**src/source/mazePkg.sv**
```systemverilog
`default_nettype none

package mazePkg;

    // sensor vector, left / middle / right
    typedef logic [2:0] roadPattern;

    localparam roadPattern ROAD_LOST       = 3'b000;
    localparam roadPattern ROAD_STRAIGHT   = 3'b010;
    localparam roadPattern ROAD_JUNCTION   = 3'b111;
    localparam roadPattern ROAD_TEE        = 3'b101;
    localparam roadPattern ROAD_LEFT_HARD  = 3'b110;
    localparam roadPattern ROAD_LEFT_SOFT  = 3'b100;
    localparam roadPattern ROAD_RIGHT_HARD = 3'b011;
    localparam roadPattern ROAD_RIGHT_SOFT = 3'b001;

    typedef enum logic [1:0] {
        DEC_NONE,
        DEC_STRAIGHT,
        DEC_LEFT,
        DEC_RIGHT
    } decision;

    typedef enum logic [2:0] {
        MOTOR_STOP,
        MOTOR_FORWARD,
        MOTOR_VEER_LEFT,
        MOTOR_VEER_RIGHT,
        MOTOR_TURN_LEFT,
        MOTOR_TURN_RIGHT,
        MOTOR_REVERSE
    } motorCmd;

    typedef enum logic [2:0] {
        NAV_IDLE,
        NAV_FOLLOW,
        NAV_PAUSE,
        NAV_TURN_LEFT,
        NAV_TURN_RIGHT,
        NAV_BACK,
        NAV_DONE
    } navState;

    // junction decisions kept at most
    localparam int STACK_DEPTH = 50;
    typedef logic [5:0] stackIndex;

    // also the sampler's starting credit
    localparam int FIFO_DEPTH = 4;
    typedef logic [2:0] creditCount;

    localparam int FILTER_LEN = 4;

    // stop time before each manoeuvre
    localparam int PAUSE_CYCLES = 16;
    typedef logic [4:0] pauseCount;

endpackage

`default_nettype wire

```
**src/source/trackSampler.sv**
```systemverilog
`default_nettype none

module trackSampler (
    input  wire logic                clk,
    input  wire logic                rst,
    input  wire mazePkg::roadPattern sensors,
    input  wire logic                creditReturn,
    output logic                     patValid,
    output mazePkg::roadPattern      patData
);
    import mazePkg::*;

    typedef logic [$clog2(FILTER_LEN + 1)-1:0] runCount;

    roadPattern lastSample;
    runCount    runLen;
    logic       pendValid;
    roadPattern pendPat;
    logic       haveSent;
    roadPattern lastSent;
    creditCount credits;

    logic       newStable;
    logic       haveCand;
    roadPattern candidate;
    logic       isNew;
    logic       send;

    // run reaches FILTER_LEN equal samples on this one
    assign newStable = (sensors == lastSample) && (runLen == runCount'(FILTER_LEN - 1));

    always_comb begin
        haveCand  = newStable || pendValid;
        // a fresh stable pattern beats the pending one
        candidate = newStable ? sensors : pendPat;
        isNew     = !haveSent || (candidate != lastSent);
        send      = haveCand && isNew && (credits != '0);
    end

    always_ff @(posedge clk or posedge rst) begin
        if (rst) begin
            lastSample <= ROAD_LOST;
            runLen     <= '0;
            pendValid  <= 1'b0;
            haveSent   <= 1'b0;
            patValid   <= 1'b0;
            credits    <= creditCount'(FIFO_DEPTH);
        end else begin
            lastSample <= sensors;
            if (sensors != lastSample) begin
                runLen <= runCount'(1);
            end else if (runLen != runCount'(FILTER_LEN)) begin
                runLen <= runLen + 1'b1;
            end

            patValid <= send;
            if (send) begin
                haveSent  <= 1'b1;
                pendValid <= 1'b0;
            end else if (haveCand && isNew) begin
                pendValid <= 1'b1;
            end else if (newStable) begin
                // latest stable road is the one already sent
                pendValid <= 1'b0;
            end

            credits <= credits - creditCount'(send) + creditCount'(creditReturn);
        end
    end

    always_ff @(posedge clk) begin
        if (send) begin
            patData  <= candidate;
            lastSent <= candidate;
        end else if (haveCand && isNew) begin
            pendPat <= candidate;
        end
    end

endmodule

`default_nettype wire

```
**src/source/patternFifo.sv**
```systemverilog
`default_nettype none

module patternFifo (
    input  wire logic                clk,
    input  wire logic                rst,
    input  wire logic                patValid,
    input  wire mazePkg::roadPattern patData,
    input  wire logic                take,
    output logic                     notEmpty,
    output mazePkg::roadPattern      headPattern,
    output logic                     creditReturn
);
    import mazePkg::*;

    typedef logic [$clog2(FIFO_DEPTH)-1:0] fifoPtr;

    roadPattern slots [FIFO_DEPTH];
    fifoPtr     wrPtr;
    fifoPtr     rdPtr;
    creditCount fill;
    logic       doRead;

    // wraps for any depth, not only powers of two
    function automatic fifoPtr advance(input fifoPtr p);
        fifoPtr n;
        if (p == fifoPtr'(FIFO_DEPTH - 1)) begin
            n = '0;
        end else begin
            n = p + 1'b1;
        end
        return n;
    endfunction

    assign notEmpty    = (fill != '0);
    assign headPattern = slots[rdPtr];
    assign doRead      = take && notEmpty;

    // every item taken hands one credit back to the sampler
    assign creditReturn = doRead;

    always_ff @(posedge clk or posedge rst) begin
        if (rst) begin
            wrPtr <= '0;
            rdPtr <= '0;
            fill  <= '0;
        end else begin
            if (patValid) begin
                wrPtr <= advance(wrPtr);
            end
            if (doRead) begin
                rdPtr <= advance(rdPtr);
            end
            fill <= fill + creditCount'(patValid) - creditCount'(doRead);
        end
    end

    // storage
    always_ff @(posedge clk) begin
        if (patValid) begin
            slots[wrPtr] <= patData;
        end
    end

endmodule

`default_nettype wire

```
**src/source/decisionStack.sv**
```systemverilog
`default_nettype none

module decisionStack (
    input  wire logic             clk,
    input  wire logic             rst,
    input  wire logic             push,
    input  wire logic             replace,
    input  wire logic             pop,
    input  wire mazePkg::decision pushValue,
    input  wire logic             dump,
    output mazePkg::decision      top,
    output logic                  empty,
    output logic                  routeValid,
    output mazePkg::decision      routeDecision,
    output logic                  routeDone
);
    import mazePkg::*;

    decision   entries [STACK_DEPTH];
    stackIndex count;
    stackIndex topIdx;
    stackIndex readIdx;
    logic      full;

    assign empty  = (count == '0);
    assign full   = (count == stackIndex'(STACK_DEPTH));
    assign topIdx = count - stackIndex'(1);
    assign top    = empty ? DEC_NONE : entries[topIdx];

    always_ff @(posedge clk or posedge rst) begin
        if (rst) begin
            count <= '0;
        end else if (push && !full) begin
            count <= count + stackIndex'(1);
        end else if (pop && !empty) begin
            count <= topIdx;
        end
    end

    always_ff @(posedge clk) begin
        if (push && !full) begin
            entries[count] <= pushValue;
        end else if (replace && !empty) begin
            entries[topIdx] <= pushValue;
        end
    end

    // route readout, bottom entry first
    always_ff @(posedge clk or posedge rst) begin
        if (rst) begin
            readIdx    <= '0;
            routeValid <= 1'b0;
            routeDone  <= 1'b0;
        end else if (dump && !routeDone) begin
            if (readIdx == count) begin
                routeValid <= 1'b0;
                routeDone  <= 1'b1;
            end else begin
                routeValid <= 1'b1;
                readIdx    <= readIdx + stackIndex'(1);
            end
        end else begin
            routeValid <= 1'b0;
        end
    end

    always_ff @(posedge clk) begin
        if (dump && !routeDone && readIdx != count) begin
            routeDecision <= entries[readIdx];
        end
    end

endmodule

`default_nettype wire

```
**src/source/navigator.sv**
```systemverilog
`default_nettype none

module navigator (
    input  wire logic                clk,
    input  wire logic                rst,
    input  wire logic                enable,
    input  wire logic                goal,
    input  wire logic                notEmpty,
    input  wire mazePkg::roadPattern headPattern,
    output logic                     take,
    output logic                     push,
    output logic                     replace,
    output logic                     pop,
    output mazePkg::decision         pushValue,
    input  wire mazePkg::decision    top,
    input  wire logic                empty,
    output logic                     dump,
    output mazePkg::motorCmd         motorCmd
);
    import mazePkg::*;

    navState   state;
    navState   resume;
    pauseCount pauseCnt;
    logic      moving;
    logic      junction;

    // states that consume road patterns
    assign moving = (state == NAV_FOLLOW) || (state == NAV_BACK)
                 || (state == NAV_TURN_LEFT) || (state == NAV_TURN_RIGHT);

    assign take     = enable && !goal && moving && notEmpty;
    assign junction = take && (headPattern == ROAD_JUNCTION);
    assign dump     = (state == NAV_DONE);

    // stack strobes, at most one per cycle
    always_comb begin
        push      = 1'b0;
        replace   = 1'b0;
        pop       = 1'b0;
        pushValue = DEC_NONE;
        if (junction && state == NAV_FOLLOW) begin
            push      = 1'b1;
            pushValue = DEC_LEFT;
        end else if (junction && state == NAV_BACK && !empty) begin
            case (top)
                DEC_LEFT: begin
                    replace   = 1'b1;
                    pushValue = DEC_RIGHT;
                end
                DEC_RIGHT: begin
                    replace   = 1'b1;
                    pushValue = DEC_STRAIGHT;
                end
                default: pop = 1'b1;
            endcase
        end
    end

    always_ff @(posedge clk or posedge rst) begin
        if (rst) begin
            state    <= NAV_IDLE;
            resume   <= NAV_FOLLOW;
            pauseCnt <= '0;
            motorCmd <= MOTOR_STOP;
        end else if (!enable) begin
            state    <= NAV_IDLE;
            motorCmd <= MOTOR_STOP;
        end else if (goal) begin
            state    <= NAV_DONE;
            motorCmd <= MOTOR_STOP;
        end else begin
            case (state)
                NAV_IDLE: state <= NAV_FOLLOW;
                NAV_FOLLOW: begin
                    if (take) begin
                        case (headPattern)
                            ROAD_LEFT_HARD, ROAD_LEFT_SOFT: motorCmd <= MOTOR_VEER_LEFT;
                            ROAD_RIGHT_HARD, ROAD_RIGHT_SOFT: motorCmd <= MOTOR_VEER_RIGHT;
                            ROAD_JUNCTION: begin
                                state    <= NAV_PAUSE;
                                resume   <= NAV_TURN_LEFT;
                                pauseCnt <= '0;
                                motorCmd <= MOTOR_STOP;
                            end
                            ROAD_LOST: begin
                                state    <= NAV_PAUSE;
                                resume   <= NAV_BACK;
                                pauseCnt <= '0;
                                motorCmd <= MOTOR_STOP;
                            end
                            default: motorCmd <= MOTOR_FORWARD;
                        endcase
                    end
                end
                NAV_PAUSE: begin
                    if (pauseCnt == pauseCount'(PAUSE_CYCLES - 1)) begin
                        state <= resume;
                        case (resume)
                            NAV_TURN_LEFT:  motorCmd <= MOTOR_TURN_LEFT;
                            NAV_TURN_RIGHT: motorCmd <= MOTOR_TURN_RIGHT;
                            default:        motorCmd <= MOTOR_REVERSE;
                        endcase
                    end else begin
                        pauseCnt <= pauseCnt + 1'b1;
                    end
                end
                NAV_TURN_LEFT, NAV_TURN_RIGHT: begin
                    // turn lasts until the line is centred again
                    if (take && headPattern == ROAD_STRAIGHT) begin
                        state    <= NAV_FOLLOW;
                        motorCmd <= MOTOR_FORWARD;
                    end
                end
                NAV_BACK: begin
                    if (junction) begin
                        if (empty) begin
                            state    <= NAV_DONE;
                            motorCmd <= MOTOR_STOP;
                        end else if (top == DEC_LEFT) begin
                            state    <= NAV_PAUSE;
                            resume   <= NAV_TURN_RIGHT;
                            pauseCnt <= '0;
                            motorCmd <= MOTOR_STOP;
                        end else if (top == DEC_RIGHT) begin
                            state    <= NAV_FOLLOW;
                            motorCmd <= MOTOR_FORWARD;
                        end
                        // straight entries are popped and reversing goes on
                    end
                end
                default: motorCmd <= MOTOR_STOP;
            endcase
        end
    end

endmodule

`default_nettype wire

```
**src/source/mazeCarTop.sv**
```systemverilog
`default_nettype none

module mazeCarTop (
    input  wire logic                clk,
    input  wire logic                rst,
    input  wire logic                enable,
    input  wire logic                goal,
    input  wire mazePkg::roadPattern sensors,
    output mazePkg::motorCmd         motorCmd,
    output logic                     routeValid,
    output mazePkg::decision         routeDecision,
    output logic                     routeDone
);
    import mazePkg::*;

    // sampler to FIFO
    logic       patValid;
    roadPattern patData;
    logic       creditReturn;

    // FIFO to navigator
    logic       notEmpty;
    roadPattern headPattern;
    logic       take;

    // navigator to stack
    logic       push;
    logic       replace;
    logic       pop;
    decision    pushValue;
    decision    stackTop;
    logic       stackEmpty;
    logic       dump;

    trackSampler sampler (
        .clk          (clk),
        .rst          (rst),
        .sensors      (sensors),
        .creditReturn (creditReturn),
        .patValid     (patValid),
        .patData      (patData)
    );

    patternFifo fifo (
        .clk          (clk),
        .rst          (rst),
        .patValid     (patValid),
        .patData      (patData),
        .take         (take),
        .notEmpty     (notEmpty),
        .headPattern  (headPattern),
        .creditReturn (creditReturn)
    );

    navigator nav (
        .clk         (clk),
        .rst         (rst),
        .enable      (enable),
        .goal        (goal),
        .notEmpty    (notEmpty),
        .headPattern (headPattern),
        .take        (take),
        .push        (push),
        .replace     (replace),
        .pop         (pop),
        .pushValue   (pushValue),
        .top         (stackTop),
        .empty       (stackEmpty),
        .dump        (dump),
        .motorCmd    (motorCmd)
    );

    decisionStack stack (
        .clk           (clk),
        .rst           (rst),
        .push          (push),
        .replace       (replace),
        .pop           (pop),
        .pushValue     (pushValue),
        .dump          (dump),
        .top           (stackTop),
        .empty         (stackEmpty),
        .routeValid    (routeValid),
        .routeDecision (routeDecision),
        .routeDone     (routeDone)
    );

endmodule

`default_nettype wire

```
**config.mk**
```make
export PLATFORM = sky130hd
export DESIGN_NAME = mazeCarTop
export DESIGN_NICKNAME = d
export VERILOG_FILES = /design/src/source/mazePkg.sv /design/src/source/trackSampler.sv /design/src/source/patternFifo.sv /design/src/source/decisionStack.sv /design/src/source/navigator.sv /design/src/source/mazeCarTop.sv
export SDC_FILE = /design/constraint.sdc
export NUM_CORES = 1
export LEC_CHECK = 0
export ABC_AREA = 0
export BUFFER_PORTS_ARGS = -buffer_cell sky130_fd_sc_hd__buf_2
export CORE_MARGIN = 2
export CORE_UTILIZATION = 45
export CTS_CLUSTER_SIZE = 8
export DETAILED_ROUTE_END_ITERATION = 10
export PLACE_DENSITY_LB_ADDON = 0.1
export SLEW_MARGIN = 15
export SYNTH_ARGS = -nofsm -noshare
export SYNTH_HDL_FRONTEND = slang
export SYNTH_SLANG_ARGS = --single-unit
```
**constraint.sdc**
```tcl
create_clock -name clk -period 5.2 [get_ports clk]
set_input_delay 1.3 -clock clk [delete_from_list [all_inputs] [get_ports clk]]
set_output_delay 1.3 -clock clk [all_outputs]
set_load 0.005 [all_outputs]
```
Word level (Yosys, flattened, before mapping)
Memory sizes are Yosys's and may differ from the RTL's. A register that Yosys moved wholly into a read port is not among the register bits.
Cells that the tools add are included.
Storage, ports and cells
  bits in registers: 53
  RAM bits: 112
  input port bits: 7
  output and inout bits: 7
  logic and storage cells: 194
  memories: 2
Operators by class
  $add $sub $neg: 11
  equality and inequality tests: 42
  mux-type cells: 67
  bitwise operators: 3
  reduce and logical (&&, ||, !) cells: 50
Memory list
  stack.entries: words 50, bits a word 2, read ports 2, clocked after memory_dff 1, write ports 1, RTL line decisionStack.sv:19  | decision entries [STACK_DEPTH];
  fifo.slots: words 4, bits a word 3, read ports 1, clocked after memory_dff 0, write ports 1, RTL line patternFifo.sv:17  | roadPattern slots [FIFO_DEPTH];
Operator list (count)
  $mux W3: 24
  $mux W5: 6
  $pmux W3 S5: 2
  $eq A3 B3 Y1 const B: 7
  $mux W1: 20
  $eq A3 B2 Y1 const B: 6
  $mux W6: 3
  $logic_and A1 B1 Y1: 17
  $pmux W5 S3: 1
  $add A6 B1 Y6 const B: 2
  $mux W2: 6
  $ne A4 B3 Y1 const B: 3
  $pmux W3 S2: 2
  $reduce_bool A3 Y1: 4
  $reduce_or A2 Y1: 6
  $ne A2 B2 Y1 const B: 5
  $ne A3 B3 Y1 const B: 3
  $reduce_and A9 Y1: 1
  $eq A2 B2 Y1 const B: 4
  $ne A4 B4 Y1 const B: 2
  $pmux W2 S2: 2
  $reduce_and A8 Y1: 1
  $ne A7 B1 Y1 const B: 1
  $reduce_and A7 Y1: 1
  24 further kinds: 44

Depth between registers and ports, before layout
Gate-level depths: netlist of the first run.
  word-level depth: 17
  mapped depth: 16
  mapped depth without buffers: 13

Modules after synthesis
From an unflattened synthesis of the first run, not the netlist that was laid out.
Second synthesis, totals
  cells, all modules: 692
  area total of the unflattened synthesis: 9359.0 um^2
Modules (own cells, without submodules)
  decisionStack: times used 1, cells an instance 433, area an instance 6374.9 um^2, seq. area each 3413.3 um^2
  navigator: times used 1, cells an instance 124, area an instance 1176.1 um^2, seq. area each 351.6 um^2
  trackSampler: times used 1, cells an instance 82, area an instance 935.9 um^2, seq. area each 481.7 um^2
  patternFifo: times used 1, cells an instance 53, area an instance 872.1 um^2, seq. area each 535.5 um^2

Least setup slack after synthesis of the first run
No wires, ideal clock.
  path type: register to register
  start point: register stack.count[0]
  end point: memory stack.entries[0][1] (netlist bit) (data pin)
  setup time: 0.473 ns
  data arrival time: 4.816 ns
  data required time: 4.727 ns
  slack: -0.089 ns
  cell stages (with the launch flop): 15
  buffers on the path: 5
  clock period less this slack: 5.289 ns
  path through: dfrtp_1 > buf_4 > buf_4 > inv_1 > ha_1 > buf_2 > buf_2 > buf_2 > mux4_2 > mux4_2 > nor2_1 > o22ai_1 > or3_1 > or2_2 > a21oi_1
Between the ends
  word-level cells in the longest chain between the ends: 8
  elaborated cells between the ends (all ways): 12
  those cells by class: add/sub: 1; eq/ne: 2; mux: 5; reduce/logical: 3; memory: 1
RTL lines
  start: declaration: RTL line decisionStack.sv:20  | stackIndex count;
  start signal: assignment: RTL line decisionStack.sv:34  | count <= count + stackIndex'(1);
  start signal: assignment: RTL line decisionStack.sv:36  | count <= topIdx;
  $sub A6 B1 Y6: RTL line decisionStack.sv:27  | assign topIdx = count - stackIndex'(1);
  $mem_v2 Z50 W2
  $mux W2: RTL line decisionStack.sv:28  | assign top = empty ? DEC_NONE : entries[topIdx];
  $eq A2 B2 Y1: RTL line navigator.sv:46  | case (top)
  $pmux W2 S2: RTL line navigator.sv:46
  $mux W2 (*): RTL line navigator.sv:45  | end else if (junction && state == NAV_BACK && !empty) begin
  $mux W2 (*): RTL line navigator.sv:42  | if (junction && state == NAV_FOLLOW) begin
  net nav.pushValue[1]: RTL line navigator.sv:14  | output mazePkg::decision pushValue,
  $mux W2 (no line) (*)
  end: declaration: RTL line decisionStack.sv:19
Mark *: on every way through the listed nets, which the timed path passes. The rest lies on a longest branch.

Worst setup path after layout of the first run
  start point: register stack.count[0]
  end point: memory stack.entries[29][0] (netlist bit) (enable)
Between the ends
  word-level cells in the longest chain between the ends: 14
  elaborated cells between the ends (all ways): 24
  those cells by class: add/sub: 1; eq/ne: 3; mux: 11; reduce/logical: 8; memory: 1
RTL lines
  $sub A6 B1 Y6: RTL line decisionStack.sv:27
  $mem_v2 Z50 W2
  $mux W2: RTL line decisionStack.sv:28
  $eq A2 B2 Y1: RTL line navigator.sv:46
  $reduce_or A2 Y1 (no line)
  $mux W1: RTL line navigator.sv:46
  $mux W1: RTL line navigator.sv:45
  $mux W1: RTL line navigator.sv:42
  $logic_and A1 B1 Y1: RTL line decisionStack.sv:43  | end else if (replace && !empty) begin
  $mux W1: RTL line decisionStack.sv:43
  $mux W1: RTL line decisionStack.sv:41  | if (push && !full) begin
  $mux W1 (implied by the code): RTL line decisionStack.sv:44  | entries[topIdx] <= pushValue;
  $reduce_or A2 Y1 (no line)
  $mux W6 (no line) / $mux W1 (equally long branches)
Parallel ways exist; a longest one is shown, timed or not.

==> results of run 1 <==
-- cell usage in the layout (no fill, tap or decap), drive strengths merged, types with 4 or more instances in the layout --
cell type,n
nand3,11
and2,8
a2111oi,6
clkinv,6
nor2,67
nor3,27
nor3b,8
a21o,6
xor2,11
mux2,12
o21ai,16
or2,6
nor2b,4
o22ai,6
or3,6
buf,30
and3,10
inv,32
ha,18
dfrtp,45
edfxtp,120
and4,6
a21oi,18
xnor2,25
mux2i,5
nor4,4
mux4,61
nand2b,9
clkbuf,17
a211oi,4
nand2,35
-- metrics by stage --
stage                     cell area [um2]  power (mW)  worst slack (ns)  hold WS, ns  utilization
final                               10000        4.12             0.856        0.478        0.511
after global routing                10000        4.33             0.663        0.485        0.511
after CTS                           10000        4.15             0.898        0.476        0.510
after detailed placement             9410        2.90             0.615        0.449        0.481
after global placement               9410        2.88             0.794        0.474        0.481
after floorplan                      9050        2.59             0.603        0.431            -
-- logic make-up (layout without fill, tap and decap cells) --
group | count (synthesis) | count (layout) | synth area share
xor+xnor | 36 | 36 | 0.0357
mux | 78 | 78 | 0.172
buf+inv | 63 | 87 | 0.0299
compound gates | 100 | 100 | 0.0861
fa+ha+maj | 20 | 20 | 0.0293
flops | 167 | 167 | 0.528
simple gates | 210 | 210 | 0.118
-- worst max path at each step --
stage | cells past startpoint | to | slack (ns)
floorplan | 14 | stack.entries[0][1] | 0.60
global placement | 14 | sampler.credits[2] | 0.79
detailed placement | 14 | sampler.credits[2] | 0.62
CTS | 11 | stack.entries[29][0] | 0.90
global route | 11 | stack.entries[29][0] | 0.66
finish | 11 | stack.entries[29][0] | 0.86
-- per-layer routing --
metal	wire, um	up-vias
met3	1340	33
met4	431	0
met5	0	-
li1	-	2633
met2	10000	186
met1	9330	2999
-- worst reg2reg max path: cells and delay by family, from the launching register on --
| family | cells | cell delay (ns) |
|---|---|---|
| AND/OR/NAND/NOR | 2 | 0.60 |
| XOR/XNOR | 1 | 0.56 |
| AO/OA/AOI/OAI | 3 | 1.03 |
| adder cells (fa/ha/maj) | 1 | 0.46 |
| buffers and inverters | 2 | 0.53 |
| multiplexers | 2 | 0.42 |
| flip-flops | 1 | 0.40 |
-- power groups by stage --
stage	logic [mW]	clock network (mW)	registers, mW
CTS	1.19	1.27	1.69
floorplan	0.989	0	1.60
finish	1.19	1.24	1.69
detailed placement	1.18	0	1.72
global placement	1.17	0	1.71
global route	1.30	1.32	1.71
-- layout make-up --
class,instances,area [um2]
clock buffers,17,425
fillers,1672,9590
flip-flops and latches,167,4780
inverters,25,95.1
well taps,265,332
repair buffers,30,205
clock inverters,15,160
multi-input cells,444,4000
-- flip-flops by register name, indices dropped and copies added, names as in the netlist, 2 cells and up --
signal / count
nav.state: 3
sampler.credits: 3
fifo.fill: 3
stack.routeDecision: 2
fifo.rdPtr: 2
stack.readIdx: 6
stack.entries: 100
sampler.lastSample: 3
sampler.patData: 3
sampler.pendPat: 3
nav.pauseCnt: 5
nav.resume: 3
fifo.wrPtr: 2
sampler.runLen: 3
fifo.slots: 12
nav.motorCmd: 3
stack.count: 6
==> results.py, run 1 <==
metrics = {
    "sta": {
        "max_freq_mhz": 230,
        "setup_violations": 0,
        "period_minus_slack_ns": 4.34,
        "grt_setup_unrepaired": "false",
        "hold_viol": 0,
        "drv_slew": 0,
        "slew_headroom": 0.430,
        "fin_crit_sh": 0.835,
        "setup_tns_ns": 0,
        "skew_ns": 0.0105,
        "tightest_slew_ns": 0.855,
    },
    "pwr": {
        "p_seq_frac": 0.410,
        "p_per_area_mw_per_mm2": 411,
        "ir_drop_v": 0.000246,
        "p_clk_frac": 0.302,
        "p_leak_nw": 3.70,
        "comb_power_share": 0.288,
        "p_sw_mw": 1.44,
        "intPower_mw": 2.67,
        "switching_share": 0.350,
    },
    "logic_synthesis": {
        "ys_seq_area_frac": 0.528,
        "synthTopCellsByArea": "edfxtp_1 40%, mux4_2 15%, dfrtp_1 12%, nor2_1 2.7%, ha_1 2.5%",
        "syn_inst": 674,
        "synth.most_common_cell": "edfxtp_1",
        "ys.flop_type": "edfxtp_1",
        "yosys.area.top_type": "edfxtp_1",
        "syn_nets": 701,
        "ys_types": 78,
        "netlist_top_cells_count": "120 x edfxtp_1, 66 x nor2_1, 61 x mux4_2",
        "ys_ff_latch": 167,
        "async_reset_ff_frac": 0.281,
        "synth-edff-count": 120,
        "synth_area_per_cell_um2": 13.4,
        "netlist.area_leader.share": 0.398,
        "syn_area_mm2": 0.00905,
        "synth_warnings": 0,
    },
    "global_route": {
        "grt_max_degree": 51,
        "use_met3": 0.0545,
        "use_met2": 0.319,
        "antenna_found_initial": 0,
        "overflow": 0,
        "grt_busiest_layer": "met2",
        "use_met1": 0.289,
        "track_usage": 0.208,
        "grt_pass1_wl_mm": 34.0,
        "first_global_vias": 5892,
    },
    "clock_network": {
        "cts_buffers": 17,
        "cts_tree": "built",
        "clk_pin_slew_worst_paths_ns": 0.07,
        "htree_num_levels": 4,
        "cts_buffer_depth": 2,
        "root_buffer": "clkbuf_16",
        "cts.repair.resized": 0,
        "cts_sinks": 167,
        "post_cts_buffers": 0,
        "cts_hold_buf": 0,
        "clk_latency_ns": 0.44,
    },
    "floorplanning": {
        "die_width_um": 146,
        "io_pins": 14,
        "core-area_mm2": 0.0196,
        "num_rows": 51,
        "initial_utilization": 0.462,
        "die_y_um": 146,
        "dieArea_mm2": 0.0213,
    },
    "min_path": {
        "hold_class": "reg2reg",
        "min_from": "sampler.haveSent",
        "whs_path_depth": 1,
        "whs_endpoint": "sampler.haveSent",
    },
    "setup_path": {
        "r2r_slack_ns": 0.86,
        "cpLargestDelayFamily": "compound AO/OA/AOI/OAI gates",
        "ff2ff_path_depth": 11,
        "worstPathArrival_ns": 4.44,
        "r2r-start": "stack.count[0]",
        "worstPathCellList": "inv_1 > ha_1 > xor2_2 > mux4_2 > mux2i_1 > o2111a_2 > a211oi_4 > buf_4 > nand2_1 > o31ai_1 > nor3b_1",
        "critPathKind": "reg2reg",
        "slowest_stage": "xor2_2",
        "end_kind": "flip-flop",
        "required_ns": 5.29,
        "r2r-end": "stack.entries[29][0]",
        "cp_max_fo": 20,
        "critPathMaxStageDelay_ns": 0.56,
        "crit_path_start": "stack.count[0]",
        "path_buf_inv": 2,
        "start_kind": "flip-flop",
    },
    "final_layout": {
        "diodes": 0,
        "synthToLayoutAreaGrowth_pct": 10.5,
        "layout.nets": 712,
        "drive_above_1_share": 0.228,
        "stdcell_count": 963,
    },
    "placed_design": {
        "dp.cells": 931,
        "hpwlAfterDp_mm": 15.0,
        "gp_congestion": 0.896,
        "port_buffers": 13,
    },
    "routing": {
        "drt_first_pass_iters": 6,
        "vias": 5851,
        "drc": 0,
        "wl_per_cell_um": 22.0,
        "routed_via_density": 6.08,
        "finalWirelength_mm": 21.1,
        "antenna_left": 0,
        "drtIter0Drc": 561,
    },
    "flow_run": {
        "cap_violations": 0,
    },
    "outcome": {
        "status": "finished, final reports clean",
    },
}
No activity file was read; power rests on OpenSTA's default activity.
==> run 2: changes to the inputs <==
ABC_AREA = 1   (was 0)
clock period = 4.5 ns   (was 5.2 ns; I/O delays follow)
==> results.py, run 2 <==
metrics = {
    "sta": {
        "period_minus_slack_ns": 3.74,
        "hold_viol": 0,
        "grt_setup_unrepaired": "false",
        "tightest_slew_ns": 1.02,
        "slew_headroom": 0.319,
        "drv_slew": 0,
        "skew_ns": 0.0134,
        "hold_ws_ns": 0.477,
        "fin_crit_sh": 0.831,
        "setup_violations": 0,
        "max_freq_mhz": 267,
        "setup_tns_ns": 0,
    },
    "clock_network": {
        "root_buffer": "clkbuf_16",
        "cts_tree": "built",
        "cts_buffer_depth": 2,
        "htree_num_levels": 4,
        "clk_latency_ns": 0.43,
        "post_cts_buffers": 0,
        "cts_hold_buf": 0,
        "cts_buffers": 17,
        "clk_pin_slew_worst_paths_ns": 0.07,
        "cts_sinks": 167,
        "cts.repair.resized": 0,
    },
    "pwr": {
        "switching_share": 0.431,
        "p_clk_frac": 0.254,
        "p_sw_mw": 2.47,
        "ir_drop_v": 0.000321,
        "p_per_area_mw_per_mm2": 566,
        "intPower_mw": 3.27,
        "comb_power_share": 0.400,
        "p_leak_nw": 3.99,
        "p_seq_frac": 0.346,
    },
    "logic_synthesis": {
        "async_reset_ff_frac": 0.281,
        "synth_warnings": 0,
        "netlist.area_leader.share": 0.391,
        "synth-edff-count": 120,
        "ys.flop_type": "edfxtp_1",
        "synthTopCellsByArea": "edfxtp_1 39%, dfrtp_1 12%, nand2_1 8.1%, nand3_1 6.4%, nor2_1 5.5%",
        "yosys.area.top_type": "edfxtp_1",
        "syn_area_mm2": 0.00921,
        "ys_types": 51,
        "synth_area_per_cell_um2": 8.90,
        "netlist_top_cells_count": "199 x nand2_1, 136 x nor2_1, 120 x edfxtp_1",
        "synth.most_common_cell": "nand2_1",
        "syn_inst": 1035,
        "ys_seq_area_frac": 0.519,
        "ys_ff_latch": 167,
        "syn_nets": 1062,
    },
    "routing": {
        "vias": 7342,
        "drtIter0Drc": 846,
        "wl_per_cell_um": 18.0,
        "antenna_left": 0,
        "drt_first_pass_iters": 6,
        "finalWirelength_mm": 23.8,
        "drc": 0,
        "routed_via_density": 5.54,
    },
    "final_layout": {
        "layout.nets": 1069,
        "final_common_cell": "nand2_1",
        "drive_above_1_share": 0.112,
        "reg_top3": "stack.entries: 100 flops, fifo.slots: 12 flops",
        "diodes": 0,
        "final_cell_mix": "199 x nand2_1, 136 x nor2_1, 120 x edfxtp_1, 117 x nand3_1, 87 x o21ai_0",
        "regMostFlops": "stack.entries",
        "synthToLayoutAreaGrowth_pct": 10.0,
        "largest_reg_flops": 100,
    },
    "setup_path": {
        "critPathMaxStageDelay_ns": 0.40,
        "slowest_stage": "nand4_1",
        "worstPathArrival_ns": 3.86,
        "start_kind": "flip-flop",
        "critPathKind": "reg2reg",
        "path_buf_inv": 3,
        "crit_path_start": "stack.count[1]",
        "required_ns": 4.61,
        "cp_max_fo": 22,
        "cpLargestDelayFamily": "simple AND/OR/NAND/NOR gates",
        "end_kind": "flip-flop",
        "worstPathCellList": "inv_1 > ha_1 > inv_1 > nand2_1 > nand2_2 > inv_2 > nand3_1 > nand3_1 > nand3_2 > a21oi_4 > nand3_4 > o21ai_4 > nand4_1 > nor2_1",
        "r2r-start": "stack.count[1]",
    },
    "flow_run": {
        "cap_violations": 0,
    },
    "global_route": {
        "grt_max_degree": 41,
        "overflow": 0,
        "grt_pass1_wl_mm": 38.0,
        "antenna_found_initial": 1,
        "track_usage": 0.229,
        "first_global_vias": 6762,
    },
    "floorplanning": {
        "dieArea_mm2": 0.0216,
        "die_width_um": 147,
        "core-area_mm2": 0.0202,
        "io_pins": 14,
        "initial_utilization": 0.457,
        "num_rows": 52,
        "die_y_um": 147,
    },
    "outcome": {
        "status": "finished, final reports clean",
    },
    "min_path": {
        "hold_class": "reg2reg",
        "min_from": "sampler.credits[1]",
    },
    "placed_design": {
        "port_buffers": 13,
        "hpwlAfterDp_mm": 16.2,
        "gp_congestion": 0.886,
    },
}
-- run 2: cell types whose count changed in the layout (fill, tap and decap cells not counted), moves of 20 or more --
cell	previous run	this run
nand3_1	11	117
a21oi_1	14	40
o21ai_0	14	87
nand2_1	34	199
mux4_2	61	0
nor2_1	66	136
inv_1	24	83
xnor2_1	25	5
-- run 2: final timing paths --
check                                  endpoint  slack (ns)  depth (start not counted)
hold / removal               sampler.credits[2]        0.48                          1
min in group asynchronous     sampler.runLen[1]        0.74                          2
setup / recovery           stack.entries[49][0]        0.76                         14
hold reg to reg              sampler.credits[2]        0.48                          1
setup reg to reg           stack.entries[49][0]        0.76                         14
max in group asynchronous         nav.resume[0]        2.97                          3
-- run 2: cells by family after synthesis --
group	Yosys count	share of synthesized area
buf+inv	136	0.0648
xor+xnor	19	0.0201
flops	167	0.519
simple gates	520	0.258
fa+ha+maj	20	0.0288
compound gates	171	0.107
mux	2	0.00217
-- run 2: worst register-to-register path, stage by stage, from the launching register on --
cell     delay, ns
dfrtp_1       0.37
inv_1         0.24
ha_1          0.31
inv_1         0.06
nand2_1       0.08
nand2_2       0.06
inv_2         0.31
nand3_1       0.19
nand3_1       0.14
nand3_2       0.11
a21oi_4       0.24
nand3_4       0.30
o21ai_4       0.30
nand4_1       0.40
nor2_1        0.32
-- run 2: power groups by stage --
stage          Clock [mW]  Sequential [mW]  Combinational [mW]
6_report             1.46             1.99                2.29
5_1_grt              1.55             2.01                2.54
4_1_cts              1.49             1.98                2.27
3_5_place_dp            0             2.01                2.26
3_3_place_gp            0             2.01                2.25
2_1_floorplan           0             1.86                1.75
-- run 2: layout make-up --
type                            count  area [um2]
Fill cell                        1899       10000
Sequential cell                   167        4780
Multi-Input combinational cell    732        3840
Clock buffer                       21         503
Inverter                           94         355
Tap cell                          270         338
Timing Repair Buffer               30         213
Clock inverter                     11        95.1
-- run 2: layer usage --
layer / routed length, um / share of wire / vias up / GRT usage
li1: - / - / 3567 / -
met1: 11100 / 0.47 / 3459 / 0.346
met2: 10500 / 0.44 / 280 / 0.338
met3: 1730 / 0.073 / 36 / 0.0398
met4: 479 / 0.020 / 0 / 0.0663
met5: 0 / 0 / - / 0
-- run 2: through the flow --
| stage | worst slack [ns] | utilization | cells | total power [mW] | area (um2) |
|---|---|---|---|---|---|
| floorplan | 0.213 | - | 1035 | 3.61 | 9210 |
| global placement | 0.482 | 0.471 | 1292 | 4.27 | 9510 |
| detailed placement | 0.447 | 0.471 | 1292 | 4.27 | 9510 |
| CTS | 0.804 | 0.501 | 1324 | 5.74 | 10100 |
| global route | 0.517 | 0.502 | 1325 | 6.10 | 10100 |
| finish | 0.759 | 0.502 | 1325 | 5.74 | 10100 |
